**src/source/cpu_pkg.sv**
```systemverilog
`default_nettype none

package cpu_pkg;

    // **************************************************
    // Opcodes and ALU operations
    // **************************************************

    typedef enum logic [7:0] {
        loadi  = 8'd0,
        mov    = 8'd1,
        add    = 8'd2,
        sub    = 8'd3,
        and_op = 8'd4,
        or_op  = 8'd5
    } opcode_e;

    typedef enum logic [2:0] {
        alu_forward = 3'b000,
        alu_add     = 3'b001,
        alu_and     = 3'b010,
        alu_or      = 3'b011
    } alu_op_e;

    // **************************************************
    // Instruction word
    // **************************************************

    // Register form: two source registers.
    typedef struct packed {
        logic [7:0] opcode;
        logic [4:0] unused_hi;
        logic [2:0] dest;
        logic [4:0] unused_mid;
        logic [2:0] src1;
        logic [4:0] unused_lo;
        logic [2:0] src2;
    } instr_reg_t;

    // Immediate form: 8-bit constant in the low byte.
    typedef struct packed {
        logic [7:0] opcode;
        logic [4:0] unused_hi;
        logic [2:0] dest;
        logic [7:0] unused_mid;
        logic [7:0] imm;
    } instr_imm_t;

    typedef union packed {
        instr_reg_t r;
        instr_imm_t i;
    } instr_u;

    // **************************************************
    // Control and writeback
    // **************************************************

    typedef struct packed {
        logic    write_enable;
        logic    comp_select;
        logic    immediate_select;
        alu_op_e alu_op;
    } ctrl_t;

    typedef struct packed {
        logic       valid;
        logic [2:0] addr;
        logic [7:0] data;
    } wb_t;

endpackage

`default_nettype wire

```
**src/source/alu.sv**
```systemverilog
`timescale 1ns/100ps
`default_nettype none

module alu (
    input  wire               [7:0] operand1,
    input  wire               [7:0] operand2,
    input  wire                     comp_select,
    input  cpu_pkg::alu_op_e        alu_op,
    output logic              [7:0] result
);

    import cpu_pkg::*;

    logic [7:0] operand2_sel;

    // Two's complement negation for subtract.
    assign operand2_sel = comp_select ? (~operand2 + 8'd1) : operand2;

    always_comb begin
        case (alu_op)
            alu_forward: begin
                result = operand2_sel;
            end
            alu_add: begin
                result = operand1 + operand2_sel;   // wraps at 8 bits
            end
            alu_and: begin
                result = operand1 & operand2_sel;
            end
            alu_or: begin
                result = operand1 | operand2_sel;
            end
            default: begin
                result = 8'd0;
            end
        endcase
    end

endmodule

`default_nettype wire

```
**src/source/control_unit.sv**
```systemverilog
`timescale 1ns/100ps
`default_nettype none

module control_unit (
    input  cpu_pkg::opcode_e opcode,
    output cpu_pkg::ctrl_t   ctrl
);

    import cpu_pkg::*;

    always_comb begin
        // Unknown opcodes write nothing.
        ctrl = '0;

        case (opcode)
            loadi: begin
                ctrl.write_enable     = 1'b1;
                ctrl.immediate_select = 1'b1;
                ctrl.alu_op           = alu_forward;
            end

            mov: begin
                ctrl.write_enable = 1'b1;
                ctrl.alu_op       = alu_forward;
            end

            add: begin
                ctrl.write_enable = 1'b1;
                ctrl.alu_op       = alu_add;
            end

            // Subtract is add with operand 2 negated.
            sub: begin
                ctrl.write_enable = 1'b1;
                ctrl.comp_select  = 1'b1;
                ctrl.alu_op       = alu_add;
            end

            and_op: begin
                ctrl.write_enable = 1'b1;
                ctrl.alu_op       = alu_and;
            end

            or_op: begin
                ctrl.write_enable = 1'b1;
                ctrl.alu_op       = alu_or;
            end

            default: begin
                ctrl = '0;
            end
        endcase
    end

endmodule

`default_nettype wire

```
**src/source/cpu.sv**
```systemverilog
`timescale 1ns/100ps
`default_nettype none

module cpu (
    input  wire              CLK,
    input  wire              arst_n,
    input  cpu_pkg::instr_u  instruction,
    output logic      [31:0] pc,
    output cpu_pkg::wb_t     wb
);

    import cpu_pkg::*;

    ctrl_t      ctrl;
    logic [7:0] read_data1;
    logic [7:0] read_data2;
    logic [7:0] operand2;
    logic [7:0] result;
    logic       running;

    program_counter u_pc (
        .CLK    (CLK),
        .arst_n (arst_n),
        .pc     (pc)
    );

    control_unit u_ctrl (
        .opcode (opcode_e'(instruction.r.opcode)),
        .ctrl   (ctrl)
    );

    reg_file u_regs (
        .CLK        (CLK),
        .arst_n     (arst_n),
        .read_addr1 (instruction.r.src1),
        .read_addr2 (instruction.r.src2),
        .read_data1 (read_data1),
        .read_data2 (read_data2),
        .wb         (wb)
    );

    // Immediate or register for operand 2.
    assign operand2 = ctrl.immediate_select ? instruction.i.imm : read_data2;

    alu u_alu (
        .operand1    (read_data1),
        .operand2    (operand2),
        .comp_select (ctrl.comp_select),
        .alu_op      (ctrl.alu_op),
        .result      (result)
    );

    // Set at the first edge out of reset.
    always_ff @(posedge CLK or negedge arst_n) begin
        if (!arst_n) begin
            running <= 1'b0;
        end else begin
            running <= 1'b1;
        end
    end

    assign wb.valid = ctrl.write_enable & running;
    assign wb.addr  = instruction.r.dest;
    assign wb.data  = result;

endmodule

`default_nettype wire

```
**src/source/program_counter.sv**
```systemverilog
`timescale 1ns/100ps
`default_nettype none

module program_counter (
    input  wire         CLK,
    input  wire         arst_n,
    output logic [31:0] pc
);

    logic [31:0] pc_next;

    // Increment adder.
    assign pc_next = pc + 32'd1;

    always_ff @(posedge CLK or negedge arst_n) begin
        if (!arst_n) begin
            pc <= 32'd0;
        end else begin
            pc <= pc_next;
        end
    end

    // No jumps, so every edge out of reset counts up by one.
    pc_counts_up: assert property (
        @(posedge CLK) disable iff (!arst_n)
        $past(arst_n) |-> pc == $past(pc) + 32'd1
    ) else $error("pc did not advance by one");

endmodule

`default_nettype wire

```
**src/source/reg_file.sv**
```systemverilog
`timescale 1ns/100ps
`default_nettype none

module reg_file (
    input  wire            CLK,
    input  wire            arst_n,
    input  wire      [2:0] read_addr1,
    input  wire      [2:0] read_addr2,
    output logic     [7:0] read_data1,
    output logic     [7:0] read_data2,
    input  cpu_pkg::wb_t   wb
);

    logic [7:0] regs [8];

    // Combinational read ports.
    assign read_data1 = regs[read_addr1];
    assign read_data2 = regs[read_addr2];

    // Single write port, taken at the rising edge.
    always_ff @(posedge CLK or negedge arst_n) begin
        if (!arst_n) begin
            for (int i = 0; i < 8; i++) begin
                regs[i] <= 8'd0;
            end
        end else if (wb.valid) begin
            regs[wb.addr] <= wb.data;
        end
    end

    // **************************************************
    // Checks
    // **************************************************

    // A write must target a known register.
    wb_addr_known: assert property (
        @(posedge CLK) disable iff (!arst_n)
        wb.valid |-> !$isunknown(wb.addr)
    ) else $error("write to unknown register address");

endmodule

`default_nettype wire

```
**config.mk**
```make
export PLATFORM = sky130hd
export DESIGN_NAME = cpu
export DESIGN_NICKNAME = d
export VERILOG_FILES = /design/src/source/cpu_pkg.sv /design/src/source/alu.sv /design/src/source/control_unit.sv /design/src/source/cpu.sv /design/src/source/program_counter.sv /design/src/source/reg_file.sv
export SDC_FILE = /design/constraint.sdc
export NUM_CORES = 1
export LEC_CHECK = 0
export BUFFER_PORTS_ARGS = -buffer_cell sky130_fd_sc_hd__buf_2
export CAP_MARGIN = 5
export CORE_UTILIZATION = 50
export CTS_BUF_LIST = sky130_fd_sc_hd__clkbuf_4 sky130_fd_sc_hd__clkbuf_8 sky130_fd_sc_hd__clkbuf_16
export CTS_CLUSTER_SIZE = 10
export DETAILED_ROUTE_END_ITERATION = 6
export MAX_ROUTING_LAYER = met4
export PLACE_DENSITY = 0.81
export REMOVE_ABC_BUFFERS = 1
export SLEW_MARGIN = 20
export SYNTH_ARGS = -nofsm -noshare
export SYNTH_HDL_FRONTEND = slang
export SYNTH_SLANG_ARGS = --single-unit
```
**constraint.sdc**
```tcl
create_clock -name CLK -period 6.7 [get_ports CLK]
set_input_delay 0.67 -clock CLK [delete_from_list [all_inputs] [get_ports CLK]]
set_output_delay 0.67 -clock CLK [all_outputs]
set_load 0.01 [all_outputs]
```
==> results of run 1 <==
[per-stage QoR]
stage | cell area [sq um] | hold slack (ns) | cells
CTS | 6720 | 0.265 | 740
floorplan | 5890 | 0.374 | 512
global placement | 6420 | 0.453 | 724
detailed placement | 6420 | 0.471 | 724
finish | 6720 | 0.252 | 740
global route | 6720 | 0.275 | 740
[path summary, 6_finish.rpt]
| check | start | endpoint | slack [ns] | cells past startpoint |
|---|---|---|---|---|
| setup / recovery | instruction[1] | wb[5] | 1.35 | 14 |
| hold / removal | arst_n | u_pc.pc[31] | 0.25 | 1 |
| setup reg to reg | u_regs.regs[0] | u_regs.regs[14] | 2.71 | 13 |
| hold reg to reg | u_pc.pc[31] | u_pc.pc[31] | 0.48 | 1 |
| max in group asynchronous | arst_n | u_regs.regs[23] | 5.31 | 2 |
| min in group CLK | u_pc.pc[31] | u_pc.pc[31] | 0.48 | 1 |
[layout make-up]
type	count	area (sq um)	share of cell area (%)
multi-input cells	383	3350	49.8
flip-flops and latches	97	2430	36.1
repair buffers	69	353	5.25
clock buffers	9	225	3.35
well taps	143	179	2.66
inverters	32	120	1.79
clock inverters	7	68.8	1.02
[per-layer routing]
metal / share of wire (%) / vias up / global-route usage [%]
met5: 0 / - / -
met4: 2.7 / 0 / 9.82
met3: 5.7 / 34 / 3.16
met2: 50 / 176 / 40.9
met1: 42 / 2270 / 29.5
li1: - / 2060 / -
[sequential cells by signal, indices dropped and copies added (netlist names)]
| name | flops |
|---|---|
| running | 1 |
| u_pc.pc | 32 |
| u_regs.regs | 64 |
[power groups by stage]
stage | clock (mW) | combinational [mW] | sequential [mW]
2_1_floorplan | 0 | 0.0736 | 0.610
3_3_place_gp | 0 | 0.126 | 0.612
3_5_place_dp | 0 | 0.129 | 0.613
4_1_cts | 0.508 | 0.130 | 0.602
5_1_grt | 0.535 | 0.142 | 0.603
6_report | 0.499 | 0.130 | 0.602
[cell families (layout without fill, tap and decap cells)]
logic type	count (synthesis)	after routing
other	1	1
XOR/XNOR	44	44
AND/OR/NAND/NOR	144	144
adder cells (fa/ha/maj)	19	19
flip-flops	97	97
buffers and inverters	57	117
AO/OA/AOI/OAI	86	86
multiplexers	89	89
[placed cells by master, fill, tap and decap left out, types with 5 or more instances in the layout]
master     count
xor2_1        17
mux4_1         7
nor2b_1        5
o22ai_1        5
nand3_1       19
clkbuf_16      9
xnor2_1       27
dfrtp_1       97
mux2i_1       16
mux2_2        42
inv_1         32
ha_1          18
nor2_1        35
mux4_2        23
and3_1         7
nand2b_1       6
o21ai_0       13
a21oi_1       19
o21a_1         5
buf_2         66
nand4_1        6
and2_1         5
nand2_1       43
==> summary.txt, run 1 <==
Status
  • Outcome: complete, but fails checks
  • Failing checks: design-rule violations

STA
  • RSZ-0062 raised after global routing: no
  • Min cycle time layout: 5.35 ns
  • Worst clock skew: 0.00785 ns
  • Final hold vios: 0
  • Final Max Tran Viols: 0
  • Rel. slew slack: 47.0%
  • Setup TNS: 0 ns
  • Peak Freq: 187 MHz
  • Final setup margin: 1.35 ns
  • Final Cycle Share: 79.9%
  • Worst slew pin tran: 0.795 ns
  • Finish-stage setup viols: 0

Routing
  • Routed len/inst: 18.8 um
  • Final WL: 13,900 um
  • First-pass DRT Iterations: 7
  • Initial DRC count: 486
  • Via Count: 4,540
  • Via density: 6.14
  • # DRC: 5
  • Antenna Nets Post-Route: 0

Synth
  • Post-synth EDFFs: 0
  • Yosys warns: 0
  • Sequential area share after synthesis: 40.4%
  • Top area cells in the synthesized netlist: dfrtp_1, mux4_2, mux2_2
  • Syn_area_per_cell: 11.2 sq um
  • Main combinational cell family by area after synthesis: multiplexers
  • Commonest cells post-synth: dfrtp_1, nand2_1, mux2_2
  • #FFs+latches synth: 97
  • Share of the synthesized area in the top cell type: 40.4%
  • Netlist cell types: 64
  • Yosys top cell by area: dfrtp_1
  • Post-Synth Simple-Gate Area: 12.0%
  • Most common cell in the netlist: dfrtp_1
  • Post-synthesis xor/xnor area fraction: 6.42%
  • Predominant post-synthesis flop cell: dfrtp_1
  • Synth Instances: 537
  • Post-synth ARST share: 100%
  • Mux contribution to synthesized area: 22.5%
  • Synth Area in Adders: 4.08%
  • Post-synthesis compound-gate area fraction: 10.6%
  • Cell Area, Synth: 6010 sq um

Critical path
  • Critical path's top delay family: compound AO/OA/AOI/OAI gates
  • Largest stage delay, worst path: 0.60 ns
  • Critical path required time: 6.03 ns
  • Worst Path Max Fanout: 18
  • Startpoint types: input port
  • Crit path buf inv count: 2
  • Critical-path cell list: buf_2, mux4_2, a311o_1, o211ai_1, ha_1, nor2_1, a21o_1, ha_1, a21o_1, a21oi_1, o21bai_1, a211o_1, o211ai_1, buf_2
  • Setup crit end kind: primary output
  • Arrival @ worst endpoint: 4.68 ns
  • WS Path Type: in2out
  • CP max stage cell: mux4_2

Placed design
  • Gp weighted congestion: 0.964
  • Hpwl dp: 10,000 um
  • Dpl ws: 1.39 ns
  • I/O Buffers: 67

Power
  • Total power: 1.23 mW
  • Power Internal: 0.910 mW
  • Clk network pwr share: 40.5%
  • Seq pwr share: 48.9%
  • Switching Share: 26.1%
  • Lkg Pwr: 3.31 nW
  • Pwr Density: 183 nW/um^2
  • VDD IR max: 116 uV
  • P_sw: 0.321 mW
  • Gate power share: 10.5%

Cells and area
  • Post-layout util: 58.1%
  • Layout cells sized above 1: 27.6%
  • Area delta synth->final: 11.9%
  • # diodes: 0
  • Nets@finish: 645
  • Fillers: 954

Floorplan
  • Die Width: 112 um
  • Boundary pin count: 78
  • Initial Util: 51.9%
  • Rows: 39
  • Full die area: 12,500 sq um
  • CORE AREA: 11,600 sq um
  • Die H: 112 um

GRT
  • Total grt overflow: 0
  • All-layer global routing usage: 24.2%
  • Initial antenna violation count: 0
  • Vias in the first global route: 4,505
  • First-pass GRT wire length: 23,000 um
  • Largest net degree at the start of global routing: 66

Clocking
  • Root cell of the clock tree: clkbuf_16
  • Post-CTS setup buffer count: 0
  • Num CTS Buffers: 9
  • H-tree Lvls: 3
  • Clock sinks: 97
  • # hold bufs at CTS: 0
  • CTS tree: yes
  • Worst-Skew Late Latency: 0.34 ns
  • Clock-pin slew of the registers on the worst-case setup and hold paths: 0.07 ns
  • Post-CTS Resized: 0
  • Clk buf depth: 2

Job
  • Total of max-cap violations: 0

Worst hold path
  • Hold WC Path Type: in2async
Note: power is estimated with default switching activity, not from simulation.
==> inputs of run 2 (changes only) <==
--- a/config.mk
+++ b/config.mk
@@ -12,7 +12,7 @@
 export CTS_CLUSTER_SIZE = 10
 export DETAILED_ROUTE_END_ITERATION = 6
 export MAX_ROUTING_LAYER = met4
-export PLACE_DENSITY = 0.81
+export PLACE_DENSITY = 0.83
 export REMOVE_ABC_BUFFERS = 1
 export SLEW_MARGIN = 20
 export SYNTH_ARGS = -nofsm -noshare
==> constraint.sdc (replaced) <==
create_clock -name CLK -period 4.4 [get_ports CLK]
set_input_delay 0.44 -clock CLK [delete_from_list [all_inputs] [get_ports CLK]]
set_output_delay 0.44 -clock CLK [all_outputs]
set_load 0.01 [all_outputs]
==> summary.txt, run 2 (synthesized netlist as in run 1, its figures left out) <==
Placed design
  • Dpl ws: 0.0595 ns (-1.33 ns)
  • Hpwl dp: 10,800 um (+7.7%)
  • Gp weighted congestion: 0.936 (-2.9%)
  • I/O Buffers: 67 (unchanged)

GRT
  • All-layer global routing usage: 26.2% (+2.0 points)
  • Vias in the first global route: 4,868 (+8.1%)
  • Total grt overflow: 0 (unchanged)
  • Largest net degree at the start of global routing: 57 (-14%)
  • Initial antenna violation count: 0 (unchanged)
  • First-pass GRT wire length: 24,600 um (+7.2%)

Job
  • Total of max-cap violations: 0 (unchanged)

STA
  • Peak Freq: 231 MHz
  • Final Max Tran Viols: 0 (unchanged)
  • Worst clock skew: 0.00719 ns (-0.000662 ns)
  • Finish-stage setup viols: 0 (unchanged)
  • Rel. slew slack: 48.8% (+1.8 points)
  • RSZ-0062 raised after global routing: yes
  • Final Cycle Share: 98.5%
  • Final setup margin: 0.0674 ns (-1.28 ns)
  • Worst slew pin tran: 0.762 ns (-0.0327 ns)
  • Setup TNS: 0 ns (unchanged)
  • Min cycle time layout: 4.33 ns
  • Final hold vios: 0 (unchanged)

Floorplan
  • Initial Util: 51.9% (unchanged)
  • Die Width: 112 um (unchanged)
  • Full die area: 12,500 sq um (unchanged)
  • Die H: 112 um (unchanged)
  • Rows: 39 (unchanged)
  • CORE AREA: 11,600 sq um (unchanged)
  • Boundary pin count: 78 (unchanged)

Cells and area
  • Commonest non-fill, non-tap cells in the layout: dfrtp_1, buf_2, nand2_1
  • Post-layout util: 60.0% (+1.9 points)
  • Nets@finish: 672 (+4.2%)
  • Commonest non-fill, non-tap cell in the layout: dfrtp_1
  • Fillers: 904 (-5.2%)
  • Biggest register: u_regs.regs
  • Layout cells sized above 1: 31.4% (+3.8 points)
  • Flip-flop count of the largest register after layout: 64 (unchanged)
  • Multi-input logic area: 3360 sq um (+0.49%)
  • Area delta synth->final: 15.6%
  • # diodes: 0 (unchanged)
  • Largest regs: u_regs.regs (64), u_pc.pc (32), running (1)
  • Register Area: 2430 sq um (unchanged)

Clocking
  • Clock-pin slew of the registers on the worst-case setup and hold paths: 0.07 ns (about the same)
  • Worst-Skew Late Latency: 0.34 ns (about the same)
  • CTS tree: yes
  • Clk buf depth: 2 (unchanged)
  • Num CTS Buffers: 9 (unchanged)
  • Root cell of the clock tree: clkbuf_16
  • Clock sinks: 97 (unchanged)
  • H-tree Lvls: 3 (unchanged)

Power
  • P_sw: 0.467 mW (+45%)
  • Clk network pwr share: 40.3% (-0.2 points)
  • Lkg Pwr: 3.43 nW (+3.9%)
  • Power Internal: 1.44 mW (+58%)
  • Total power: 1.90 mW (+55%)
  • Switching Share: 24.5% (-1.6 points)
  • VDD IR max: 215 uV (+85%)
  • Gate power share: 11.4% (+0.9 points)
  • Seq pwr share: 48.2% (-0.7 points)
  • Pwr Density: 274 nW/um^2 (+50%)

Routing
  • Via Count: 4,683 (+3.1%)
  • Via density: 6.11 (-0.48%)
  • Routed len/inst: 19.4 um (+3.3%)
  • Final WL: 14,900 um (+7.1%)
  • Antenna Nets Post-Route: 0 (unchanged)
  • # DRC: 3 (-2)
  • Initial DRC count: 383 (-21%)
  • First-pass DRT Iterations: 7 (unchanged)

Critical path
  • FF-to-FF setup slack: 0.47 ns (-2.24 ns)
  • Setup crit end kind: primary output
  • Arrival @ worst endpoint: 3.89 ns (-0.79 ns)
  • Startpoint types: flip-flop
  • WS Path Type: reg2out
  • Critical path required time: 3.96 ns (-2.07 ns)
  • Worst Path Max Fanout: 4 (-14)

Worst hold path
  • Hold WC Path Type: in2async

Status
  • Failing checks: design-rule violations
  • Outcome: complete, but fails checks
-- run 2: final cells by class --
cell class	count	share of cell area (%)
multi-input cells	383	48.4
flip-flops and latches	97	35.0
repair buffers	96	8.04
clock buffers	9	3.24
well taps	143	2.58
inverters	32	1.73
clock inverters	7	1.01
-- run 2: worst max-delay path, stage by stage, from the launching register on --
cell	delay, ns
dfrtp_1	0.41
mux4_2	0.47
a311o_1	0.34
o211ai_1	0.19
ha_1	0.23
nor2_1	0.08
xnor2_1	0.15
ha_1	0.32
nor2b_1	0.16
o31a_1	0.31
or4_1	0.41
nand3_1	0.12
a211o_1	0.20
buf_2	0.15
-- run 2: power by group through the flow --
| stage | logic, mW | clock network, mW | registers (mW) |
|---|---|---|---|
| 2_1_floorplan | 0.112 | 0 | 0.930 |
| 3_3_place_gp | 0.206 | 0 | 0.932 |
| 3_5_place_dp | 0.212 | 0 | 0.934 |
| 4_1_cts | 0.214 | 0.790 | 0.917 |
| 5_1_grt | 0.236 | 0.818 | 0.919 |
| 6_report | 0.218 | 0.768 | 0.918 |
-- run 2: metrics by stage --
| stage | hold slack, ns | area [sq um] | cells |
|---|---|---|---|
| after floorplan | 0.144 | 5890 | 512 |
| after global placement | 0.453 | 6620 | 750 |
| after detailed placement | 0.473 | 6620 | 750 |
| after CTS | 0.158 | 6920 | 766 |
| after global routing | 0.204 | 6940 | 767 |
| final | 0.143 | 6940 | 767 |
-- run 2: timing repair --
item | CTS | global route
resized for setup | 0 | 5
buffers inserted | 0 | 1
endpoints found under the hold margin | 0 | 0
hold buffers | 0 | 0
endpoints found under the setup margin | 0 | 5
-- run 2: metal layers --
layer | wire, um | global-route usage, % | part of all wire, %
met1 | 6030 | 31.8 | 40
met2 | 7660 | 44.5 | 51
met3 | 910 | 3.65 | 6.1
met4 | 289 | 9.82 | 1.9
met5 | 0 | - | 0
-- run 2: final timing paths --
check	start	end	cells after the start
hold / removal	arst_n	u_pc.pc[30]	1
setup reg to reg	u_regs.regs[48]	u_regs.regs[54]	14
min in group CLK	u_pc.pc[0]	u_pc.pc[0]	1
max in group asynchronous	arst_n	u_regs.regs[44]	2
setup / recovery	u_regs.regs[48]	wb[6]	13
hold reg to reg	u_pc.pc[0]	u_pc.pc[0]	1
